<file path="src/hw/decodePkg.sv">
// Encodings of the decoded result only; lane masks assume eight byte lanes
package decodePkg;

	// Length codes from instruction bits 7:6
	localparam logic [1:0] LenCode4 = 2'd0;
	localparam logic [1:0] LenCode6 = 2'd1;

	// Instruction length in bytes
	localparam logic [2:0] Len2 = 3'd2;
	localparam logic [2:0] Len4 = 3'd4;
	localparam logic [2:0] Len6 = 3'd6;

	// ==============================
	// Register lanes
	// ==============================
	localparam int LaneCount = 8;

	localparam logic [LaneCount-1:0] LaneMask1   = 8'h01;
	localparam logic [LaneCount-1:0] LaneMask2   = 8'h03;
	localparam logic [LaneCount-1:0] LaneMask4   = 8'h0F;
	localparam logic [LaneCount-1:0] LaneMaskAll = 8'hFF;

endpackage

</file>
<file path="src/hw/isaPkg.sv">
// Opcode map local to this decoder; no vector or float-vector opcodes, unlisted opcodes are plain ALU ops
package isaPkg;

	// ==============================
	// Major opcodes
	// ==============================
	localparam logic [5:0] OpBrk   = 6'h00;
	localparam logic [5:0] OpR2    = 6'h02;
	localparam logic [5:0] OpAddi  = 6'h04;
	localparam logic [5:0] OpMuli  = 6'h06;
	localparam logic [5:0] OpAndi  = 6'h08;
	localparam logic [5:0] OpOri   = 6'h09;
	localparam logic [5:0] OpFloat = 6'h0F;
	localparam logic [5:0] OpLb    = 6'h13;
	localparam logic [5:0] OpSb    = 6'h15;
	localparam logic [5:0] OpJal   = 6'h18;
	localparam logic [5:0] OpCall  = 6'h19;
	localparam logic [5:0] OpInc   = 6'h1A;
	localparam logic [5:0] OpLw    = 6'h20;
	localparam logic [5:0] OpSw    = 6'h24;
	localparam logic [5:0] OpJmp   = 6'h28;
	localparam logic [5:0] OpRet   = 6'h29;
	localparam logic [5:0] OpCas   = 6'h2C;
	localparam logic [5:0] OpAmo   = 6'h2E;
	localparam logic [5:0] OpBcc   = 6'h30;
	localparam logic [5:0] OpBeqi  = 6'h32;

	// ==============================
	// R2 function codes
	// ==============================
	localparam logic [5:0] FnR1   = 6'h01;
	localparam logic [5:0] FnAdd  = 6'h04;
	localparam logic [5:0] FnSub  = 6'h05;
	localparam logic [5:0] FnAnd  = 6'h08;
	localparam logic [5:0] FnLbx  = 6'h13;
	localparam logic [5:0] FnSbx  = 6'h15;
	localparam logic [5:0] FnSwcx = 6'h17;
	localparam logic [5:0] FnLwrx = 6'h1D;
	localparam logic [5:0] FnLwx  = 6'h20;
	localparam logic [5:0] FnSwx  = 6'h24;
	localparam logic [5:0] FnCasx = 6'h2C;
	localparam logic [5:0] FnRti  = 6'h32;
	localparam logic [5:0] FnMul  = 6'h3A;

	// R1 sub-functions, carried in the Rb field
	localparam logic [4:0] SubMemdb = 5'h10;
	localparam logic [4:0] SubMemsb = 5'h11;
	localparam logic [4:0] SubSync  = 5'h12;

	// Two views of the same 48-bit word; opcode, length code, Ra and Rt line up in both
	typedef union packed {
		struct packed {
			logic [15:0] spare;
			logic [5:0]  fn;
			// Bit 2 doubles as acquire, bit 1 as release on ordered accesses
			logic [2:0]  sz;
			logic [4:0]  rb;
			logic [4:0]  rt;
			logic [4:0]  ra;
			logic [1:0]  len;
			logic [5:0]  opcode;
		} r;
		struct packed {
			// Upper part of the long immediate
			logic [15:0] immHi;
			// Short immediate, also the low part of the long one
			logic [13:0] immLo;
			logic [4:0]  rt;
			logic [4:0]  ra;
			logic [1:0]  len;
			logic [5:0]  opcode;
		} i;
	} instrWord;

endpackage

</file>
<file path="src/hw/decodeFlagsIf.sv">
// Unclocked flag bundle; every signal is combinational and valid only in the cycle of its word
`timescale 1ns/1ps

interface decodeFlagsIf;

	// Unit and flow classes
	logic flowCtrl;
	logic branch;
	logic jmp;
	logic alu;
	logic alu0Only;
	logic fpu;
	logic sync;

	// Memory access
	logic load;
	logic mem;
	logic memNdx;
	logic rmw;
	logic aq;
	logic rl;
	logic memdb;
	logic memsb;

	// Register file write
	logic rfw;
	logic preload;
	logic [decodePkg::LaneCount-1:0] laneWe;

	modport classSrc (output flowCtrl, branch, jmp, alu, alu0Only, fpu, sync, input memNdx);
	modport memSrc (output load, mem, memNdx, rmw, aq, rl, memdb, memsb);
	modport regSrc (output rfw, preload, laneWe, input load);
	modport sink (input flowCtrl, branch, jmp, alu, alu0Only, fpu, sync, load, mem, memNdx,
		rmw, aq, rl, memdb, memsb, rfw, preload, laneWe);

endinterface

</file>
<file path="src/hw/decodeOutputReg.sv">
// One register stage, new word every cycle with no stall; ConstWidth must be at least 30
`timescale 1ns/1ps

module decodeOutputReg #(
	parameter int ConstWidth = 64,
	parameter int TagWidth = 4
) (
	input logic clk,
	input logic rst,
	input isaPkg::instrWord instr,
	input logic [TagWidth-1:0] tag,
	input logic predictTaken,
	decodeFlagsIf.sink flags,
	output logic [TagWidth-1:0] decodedTag,
	output logic [2:0] length,
	output logic [ConstWidth-1:0] constant,
	output logic flowCtrl,
	output logic branch,
	output logic branchTaken,
	output logic jmp,
	output logic alu,
	output logic alu0Only,
	output logic fpu,
	output logic sync,
	output logic load,
	output logic mem,
	output logic memNdx,
	output logic rmw,
	output logic aq,
	output logic rl,
	output logic memdb,
	output logic memsb,
	output logic rfw,
	output logic preload,
	output logic [decodePkg::LaneCount-1:0] laneWe
);

	logic [2:0] lengthNext;
	logic [ConstWidth-1:0] constNext;
	logic signed [29:0] longImm;
	logic signed [13:0] shortImm;

	// ==============================
	// Length and constant
	// ==============================
	always_comb
	begin
		case (instr.i.len)
			decodePkg::LenCode4: lengthNext = decodePkg::Len4;
			decodePkg::LenCode6: lengthNext = decodePkg::Len6;
			default: lengthNext = decodePkg::Len2;
		endcase
	end

	assign longImm = {instr.i.immHi, instr.i.immLo};
	assign shortImm = instr.i.immLo;
	// Signed casts sign-extend to the full constant width
	assign constNext = (instr.i.len == decodePkg::LenCode6) ? ConstWidth'(longImm)
		: ConstWidth'(shortImm);

	// ==============================
	// Output register
	// ==============================
	always_ff @(posedge clk)
	begin
		if (rst)
		begin
			decodedTag <= '0;
			length <= '0;
			constant <= '0;
			flowCtrl <= 1'b0;
			branch <= 1'b0;
			branchTaken <= 1'b0;
			jmp <= 1'b0;
			alu <= 1'b0;
			alu0Only <= 1'b0;
			fpu <= 1'b0;
			sync <= 1'b0;
			load <= 1'b0;
			mem <= 1'b0;
			memNdx <= 1'b0;
			rmw <= 1'b0;
			aq <= 1'b0;
			rl <= 1'b0;
			memdb <= 1'b0;
			memsb <= 1'b0;
			rfw <= 1'b0;
			preload <= 1'b0;
			laneWe <= '0;
		end
		else
		begin
			decodedTag <= tag;
			length <= lengthNext;
			constant <= constNext;
			flowCtrl <= flags.flowCtrl;
			branch <= flags.branch;
			branchTaken <= flags.branch && predictTaken;
			jmp <= flags.jmp;
			alu <= flags.alu;
			alu0Only <= flags.alu0Only;
			fpu <= flags.fpu;
			sync <= flags.sync;
			load <= flags.load;
			mem <= flags.mem;
			memNdx <= flags.memNdx;
			rmw <= flags.rmw;
			aq <= flags.aq;
			rl <= flags.rl;
			memdb <= flags.memdb;
			memsb <= flags.memsb;
			rfw <= flags.rfw;
			preload <= flags.preload;
			laneWe <= flags.laneWe;
		end
	end

	// Once a real word has been registered some lane is always enabled
	assert property (@(posedge clk) disable iff (rst) !$past(rst) |-> laneWe != '0)
	else
		$error("laneWe is zero after reset, tag %h", decodedTag);

endmodule

</file>
<file path="src/hw/instrClassify.sv">
// Combinational only; alu0Only depends on memNdx coming from the memory classifier
`timescale 1ns/1ps

module instrClassify (
	input isaPkg::instrWord instr,
	decodeFlagsIf.classSrc flags
);

	logic isR2;
	logic isRti;
	logic isFlow;
	logic isBranch;
	logic isFpu;
	logic isAlu;

	// ==============================
	// Unit and flow classes
	// ==============================
	always_comb
	begin
		isR2 = instr.r.opcode == isaPkg::OpR2;
		isRti = isR2 && instr.r.fn == isaPkg::FnRti;

		case (instr.r.opcode)
			isaPkg::OpBrk,
			isaPkg::OpBcc,
			isaPkg::OpBeqi,
			isaPkg::OpJmp,
			isaPkg::OpJal,
			isaPkg::OpCall,
			isaPkg::OpRet:
				isFlow = 1'b1;
			default:
				isFlow = isRti;
		endcase

		// Predictable branches only
		isBranch = instr.r.opcode == isaPkg::OpBcc || instr.r.opcode == isaPkg::OpBeqi;
		isFpu = instr.r.opcode == isaPkg::OpFloat;
		// Whatever the FPU and the sequencer leave goes to an ALU
		isAlu = !isFpu && !isFlow;

		assert (!isBranch || isFlow)
		else
			$error("branch decoded without flowCtrl, opcode %h", instr.r.opcode);
	end

	assign flags.flowCtrl = isFlow;
	assign flags.branch = isBranch;
	assign flags.jmp = instr.r.opcode == isaPkg::OpJmp;
	assign flags.fpu = isFpu;
	assign flags.alu = isAlu;

	// Multiply and every indexed access need the ALU0 address and multiplier path
	assign flags.alu0Only = instr.r.opcode == isaPkg::OpMuli
		|| (isR2 && instr.r.fn == isaPkg::FnMul)
		|| flags.memNdx;

	// Serialising forms
	assign flags.sync = instr.r.opcode == isaPkg::OpBrk
		|| isRti
		|| (isR2 && instr.r.fn == isaPkg::FnR1 && instr.r.rb == isaPkg::SubSync);

endmodule

</file>
<file path="src/hw/instrDecoder.sv">
// Latency of exactly one cycle and no back-pressure; ConstWidth must be at least 30
`timescale 1ns/1ps

module instrDecoder #(
	parameter int ConstWidth = 64,
	parameter int TagWidth = 4
) (
	input logic clk,
	input logic rst,
	input logic [47:0] instr,
	input logic [TagWidth-1:0] tag,
	input logic predictTaken,
	output logic [TagWidth-1:0] decodedTag,
	output logic [2:0] length,
	output logic [ConstWidth-1:0] constant,
	output logic flowCtrl,
	output logic branch,
	output logic branchTaken,
	output logic jmp,
	output logic alu,
	output logic alu0Only,
	output logic fpu,
	output logic sync,
	output logic load,
	output logic mem,
	output logic memNdx,
	output logic rmw,
	output logic aq,
	output logic rl,
	output logic memdb,
	output logic memsb,
	output logic rfw,
	output logic preload,
	output logic [decodePkg::LaneCount-1:0] laneWe
);

	decodeFlagsIf flagsBus ();

	// Combinational classifiers
	instrClassify classify (.instr(instr), .flags(flagsBus.classSrc));
	memClassify memClass (.instr(instr), .flags(flagsBus.memSrc));
	regWriteDecode regWrite (.instr(instr), .flags(flagsBus.regSrc));

	decodeOutputReg #(
		.ConstWidth(ConstWidth),
		.TagWidth(TagWidth)
	) outReg (
		.clk(clk),
		.rst(rst),
		.instr(instr),
		.tag(tag),
		.predictTaken(predictTaken),
		.flags(flagsBus.sink),
		.decodedTag(decodedTag),
		.length(length),
		.constant(constant),
		.flowCtrl(flowCtrl),
		.branch(branch),
		.branchTaken(branchTaken),
		.jmp(jmp),
		.alu(alu),
		.alu0Only(alu0Only),
		.fpu(fpu),
		.sync(sync),
		.load(load),
		.mem(mem),
		.memNdx(memNdx),
		.rmw(rmw),
		.aq(aq),
		.rl(rl),
		.memdb(memdb),
		.memsb(memsb),
		.rfw(rfw),
		.preload(preload),
		.laneWe(laneWe)
	);

endmodule

</file>
<file path="src/hw/memClassify.sv">
// Combinational only; acquire and release exist only on AMO and the indexed LWR and SWC forms
`timescale 1ns/1ps

module memClassify (
	input isaPkg::instrWord instr,
	decodeFlagsIf.memSrc flags
);

	logic isR2;
	logic isLoad;
	logic isNdx;
	logic isMem;
	logic isRmw;
	logic isOrdered;
	logic isBarrier;

	// ==============================
	// Access class
	// ==============================
	always_comb
	begin
		isR2 = instr.r.opcode == isaPkg::OpR2;
		isLoad = 1'b0;
		isNdx = 1'b0;

		if (isR2)
		begin
			case (instr.r.fn)
				isaPkg::FnLbx,
				isaPkg::FnLwx,
				isaPkg::FnLwrx:
				begin
					isLoad = 1'b1;
					isNdx = 1'b1;
				end
				isaPkg::FnSbx,
				isaPkg::FnSwx,
				isaPkg::FnSwcx,
				isaPkg::FnCasx:
					isNdx = 1'b1;
				default:
					isNdx = 1'b0;
			endcase
		end
		else
			isLoad = instr.r.opcode == isaPkg::OpLb || instr.r.opcode == isaPkg::OpLw;

		case (instr.r.opcode)
			isaPkg::OpSb,
			isaPkg::OpSw,
			isaPkg::OpCas,
			isaPkg::OpAmo,
			isaPkg::OpInc:
				isMem = 1'b1;
			default:
				isMem = isLoad || isNdx;
		endcase

		// Atomic read-modify-write forms
		isRmw = instr.r.opcode == isaPkg::OpCas
			|| instr.r.opcode == isaPkg::OpAmo
			|| instr.r.opcode == isaPkg::OpInc
			|| (isR2 && instr.r.fn == isaPkg::FnCasx);
	end

	// ==============================
	// Ordering and barriers
	// ==============================
	assign isOrdered = instr.r.opcode == isaPkg::OpAmo
		|| (isR2 && (instr.r.fn == isaPkg::FnLwrx || instr.r.fn == isaPkg::FnSwcx));

	// R1 with a barrier sub-function in Rb
	assign isBarrier = isR2 && instr.r.fn == isaPkg::FnR1;

	assign flags.load = isLoad;
	assign flags.memNdx = isNdx;
	assign flags.mem = isMem;
	assign flags.rmw = isRmw;
	assign flags.aq = isOrdered && instr.r.sz[2];
	assign flags.rl = isOrdered && instr.r.sz[1];
	assign flags.memdb = isBarrier && instr.r.rb == isaPkg::SubMemdb;
	assign flags.memsb = isBarrier && instr.r.rb == isaPkg::SubMemsb;

endmodule

</file>
<file path="src/hw/regWriteDecode.sv">
// Combinational only; target register is Rt of the word itself and Rt of zero never writes
`timescale 1ns/1ps

module regWriteDecode (
	input isaPkg::instrWord instr,
	decodeFlagsIf.regSrc flags
);

	logic isR2;
	logic rtZero;
	logic writes;
	logic rfw;
	logic preload;
	logic [decodePkg::LaneCount-1:0] laneWe;

	always_comb
	begin
		isR2 = instr.r.opcode == isaPkg::OpR2;
		rtZero = instr.r.rt == 5'd0;
		laneWe = decodePkg::LaneMaskAll;

		// Instructions that produce a register result
		if (isR2)
		begin
			case (instr.r.fn)
				isaPkg::FnR1,
				isaPkg::FnLbx,
				isaPkg::FnLwx,
				isaPkg::FnLwrx,
				isaPkg::FnCasx:
					writes = 1'b1;
				isaPkg::FnAdd,
				isaPkg::FnSub,
				isaPkg::FnAnd,
				isaPkg::FnMul:
				begin
					writes = 1'b1;
					// Sized ops only touch the low lanes
					case (instr.r.sz)
						3'd0: laneWe = decodePkg::LaneMask1;
						3'd1: laneWe = decodePkg::LaneMask2;
						3'd2: laneWe = decodePkg::LaneMask4;
						default: laneWe = decodePkg::LaneMaskAll;
					endcase
				end
				default:
					writes = 1'b0;
			endcase
		end
		else
		begin
			case (instr.r.opcode)
				isaPkg::OpAddi, isaPkg::OpAndi, isaPkg::OpOri, isaPkg::OpMuli,
				isaPkg::OpJal, isaPkg::OpCall, isaPkg::OpRet,
				isaPkg::OpLb, isaPkg::OpLw, isaPkg::OpCas, isaPkg::OpAmo:
					writes = 1'b1;
				default:
					writes = 1'b0;
			endcase
		end

		rfw = writes && !rtZero;
		// A load into r0 only warms the cache
		preload = flags.load && rtZero;
	end

	assign flags.rfw = rfw;
	assign flags.preload = preload;
	assign flags.laneWe = laneWe;

endmodule

</file>
<file path="config.mk">
export PLATFORM = sky130hd
export DESIGN_NAME = instrDecoder
export DESIGN_NICKNAME = d
export VERILOG_FILES = /design/src/hw/decodePkg.sv /design/src/hw/isaPkg.sv /design/src/hw/decodeFlagsIf.sv /design/src/hw/decodeOutputReg.sv /design/src/hw/instrClassify.sv /design/src/hw/instrDecoder.sv /design/src/hw/memClassify.sv /design/src/hw/regWriteDecode.sv
export SDC_FILE = /design/constraint.sdc
export NUM_CORES = 1
export LEC_CHECK = 0
export ABC_AREA = 1
export BUFFER_PORTS_ARGS = -buffer_cell sky130_fd_sc_hd__buf_2
export CORE_ASPECT_RATIO = 0.7
export CORE_MARGIN = 2
export CORE_UTILIZATION = 40
export CTS_CLUSTER_DIAMETER = 50
export DETAILED_ROUTE_END_ITERATION = 7
export PLACE_DENSITY_LB_ADDON = 0.08
export SYNTH_ARGS = -nofsm -noshare
export SYNTH_HDL_FRONTEND = slang
export SYNTH_SLANG_ARGS = --single-unit
</file>
<file path="constraint.sdc">
create_clock -name clk -period 1.6 [get_ports clk]
set_clock_uncertainty 0.2 [all_clocks]
set_input_delay 0.16 -clock clk [delete_from_list [all_inputs] [get_ports clk]]
set_output_delay 0.16 -clock clk [all_outputs]
set_load 0.05 [all_outputs]
</file>
==> results_dict.tcl <==
set metrics [dict create \
    wl_per_cell_um 12.43 \
    num_rows 23 \
    numCtsBuffers 9 \
    core_area_sq_um 5813 \
    hold_violations 0 \
    fmax_ghz 0.6481 \
    internal_power_w 0.002498 \
    hpwl_um 4828 \
    period_needed_ns 1.543 \
    switching_power_w 0.001284 \
    fin_nets 555 \
    syn_inst 326 \
    detail-route-antenna-nets 0 \
    p_total_w 0.003782 \
    floorplan.initialDensity_pct 42.19 \
    n_fill_cell 545 \
    ys_warn_count 0 \
    via_per_inst 4.519 \
    slowest_delay_ns 0.61 \
    htreeDepth 3 \
    drc 0 \
    area_growth_pct 55.41 \
    path_common_cell "nand2_1" \
    cap_violations 0 \
    gp_congestion 0.9203 \
    syn-num-nets 381 \
    cpMaxStageDelayCell "dlygate4sd3_1" \
    clock_sinks 58 \
    critPathLaunchType "input port" \
    finalSetupTns_ns 0 \
    grt_max_degree 36 \
    root_buffer "clkbuf_8" \
    utilization_pct 65.56 \
    wl_met1_um 3052 \
    die_w_um 97.59 \
    endpoint_kind "flop" \
    num_io_pins 152 \
    overflow 0 \
    critical_path_arrival_ns 1.57 \
    path_cells "buf_2, dlygate4sd3_1, nand2_2, inv_1, nor2_1, nand2_1, nand2_1, nor2_1, nand2_1, nor2_2, a21oi_1" \
    wl_um 7208 \
    peakVddDrop_mv 0.5599 \
    grt_pass1_vias 2477 \
    antenna_cells 0 \
    dr.first_iter.drc_count 128 \
    grt_pass1_wl_um 11350 \
    setup_ws_ns 0.05697 \
    power_frac_clock_pct 33.5 \
    ys_seq_area_share_pct 47.35 \
    wl_met2_um 3292 \
    fp.dieH_um 69.51 \
    syn_avg_cell_area_sq_um 7.523 \
    drive_gt1_share_pct 36.44 \
    synth.distinct_cells 25 \
    post-place-ws_ns 0.1265 \
    fp.dieArea_sq_um 6783 \
    io_buffer_count 145 \
    p_sw_share_pct 33.96 \
    cts_tree "done" \
    startpoint "instr[5]" \
    clock_path_buffers 2 \
    p_comb_share_pct 25.9 \
    finalSetupViolations 0 \
    yosys_register_bits 58 \
    top_layer_used "met4" \
    slew_viol_final 0 \
    antenna_found_initial 0 \
    status "finished clean" \
    min_path_type "in2reg" \
    syn_area_sq_um 2452 \
    first_pass_iters 4 \
    seqPwrFrac_pct 40.6 \
    worstPathMaxFanout 4 \
    post_cts_buffers 0 \
    track_usage_pct 21.12 \
    period_share_pct 96.44 \
    p_leak_nw 2.102 \
    path_class "in2reg" \
    powerDensity_nw_per_um2 992.4 \
    dr_total_vias 2621 \
    cp-endpoint "outReg.rfw$_SDFF_PP0_" \
    worstPathRequired_ns 1.62 \
    path_clk_slew_ns 0.07 \
    dr_wl_met3_um 728 \
]
logic make-up (layout without fill, tap and decap cells):
family                 Yosys count  count (layout)  share of synthesized area, %
AO/OA/AOI/OAI                   34              34                         7.449
buffers and inverters           89             268                         19.80
AND/OR/NAND/NOR                144             144                         25.26
flip-flops                      58              58                         47.35
other                            1               1                        0.1529
area by class of cell:
cell class / count / area (sq um) / share of cell area, %
multi-input cells: 179 / 840.8 / 22.06
clock buffers: 10 / 127.6 / 3.349
flip-flops and latches: 58 / 1165 / 30.56
repair buffers: 210 / 1366 / 35.85
well taps: 75 / 93.84 / 2.462
inverters: 42 / 160.2 / 4.202
clock inverters: 6 / 57.56 / 1.510
cells in the final DEF (no fill, tap or decap), types with 2 or more instances in the layout:
| master | count |
|---|---|
| nand2_1 | 51 |
| dfxtp_1 | 57 |
| nor2_4 | 3 |
| dlymetal6s4s_1 | 2 |
| o22ai_1 | 2 |
| nand4_1 | 2 |
| nor2_1 | 49 |
| clkinv_2 | 4 |
| a21oi_2 | 3 |
| buf_4 | 6 |
| nand3_1 | 15 |
| buf_2 | 145 |
| a31oi_1 | 3 |
| dlygate4sd3_1 | 57 |
| nor4_1 | 3 |
| clkbuf_8 | 9 |
| nor3_2 | 2 |
| nand3_2 | 2 |
| nor3_1 | 12 |
| inv_1 | 39 |
| a21oi_1 | 23 |
| nand2_2 | 4 |
worst max-delay path: cells and delay by family:
| family | cells | cell delay, ns |
|---|---|---|
| buf+inv | 3 | 0.79 |
| simple gates | 7 | 0.53 |
| compound gates | 1 | 0.07 |
state kept, by name, summed over array words and instances, names as in the netlist, 2 cells and up:
name,flops
outReg.constant,30
outReg.decodedTag,4
outReg.laneWe,4
outReg.length,2
per-layer routing:
layer,GRT usage (%),vias up
met5,0,-
met2,33.64,121
met1,25.91,1157
met3,8.669,14
li1,-,1329
met4,7.407,0
how the worst min path moves through the flow:
stage,start,depth (start not counted),end,slack (ns)
2_1_floorplan,instr[7],1,outReg.length[2]$_SDFF_PP0_,0.03
3_3_place_gp,instr[18],2,outReg.memdb$_SDFF_PP0_,0.15
3_5_place_dp,instr[18],2,outReg.memdb$_SDFF_PP0_,0.15
4_1_cts,instr[1],4,outReg.jmp$_SDFF_PP0_,0.003
5_1_grt,instr[0],3,outReg.fpu$_SDFF_PP0_,0.005
6_report,instr[0],3,outReg.fpu$_SDFF_PP0_,0.02
cell usage after synthesis (all sizes together):
library cell | count | share of area, %
buf | 41 | 12
nor3 | 14 | 3.3
nand4 | 2 | 0.51
clkbuf | 6 | 0.92
conb | 1 | 0.15
o21ai | 2 | 0.41
a31oi | 3 | 0.77
nor4 | 3 | 0.77
clkinv | 1 | 0.15
a21oi | 26 | 5.5
inv | 41 | 6.4
nand2 | 55 | 8.4
o22ai | 2 | 0.51
nand3 | 17 | 3.9
o21a | 1 | 0.31
dfxtp | 58 | 47
nor2 | 53 | 8.4
power groups by stage:
stage | clock network (W) | logic [W] | registers (W)
global placement | 0 | 0.000851 | 0.00157
detailed placement | 0 | 0.000851 | 0.00157
floorplan | 0 | 0.000459 | 0.00181
CTS | 0.00131 | 0.000961 | 0.00154
finish | 0.00127 | 0.000978 | 0.00154
global route | 0.00139 | 0.00103 | 0.00154
repair_timing:
item                                    in CTS  in global routing
pin swaps                                    0                  1
endpoints found under the hold margin       50                  0
endpoints found under the setup margin      35                  8
hold buffers                                59                  0
gates resized for setup                      1                 12
metrics by stage:
step,hold WS (ns),cell area (sq um),instances
2_1_floorplan,0.03238,2454,326
3_3_place_gp,0.1456,2993,505
3_5_place_dp,0.1486,2993,505
4_1_cts,0.003071,3771,580
5_1_grt,0.005075,3811,580
6_report,0.01925,3811,580
Note: power is estimated with default switching activity, not from simulation.
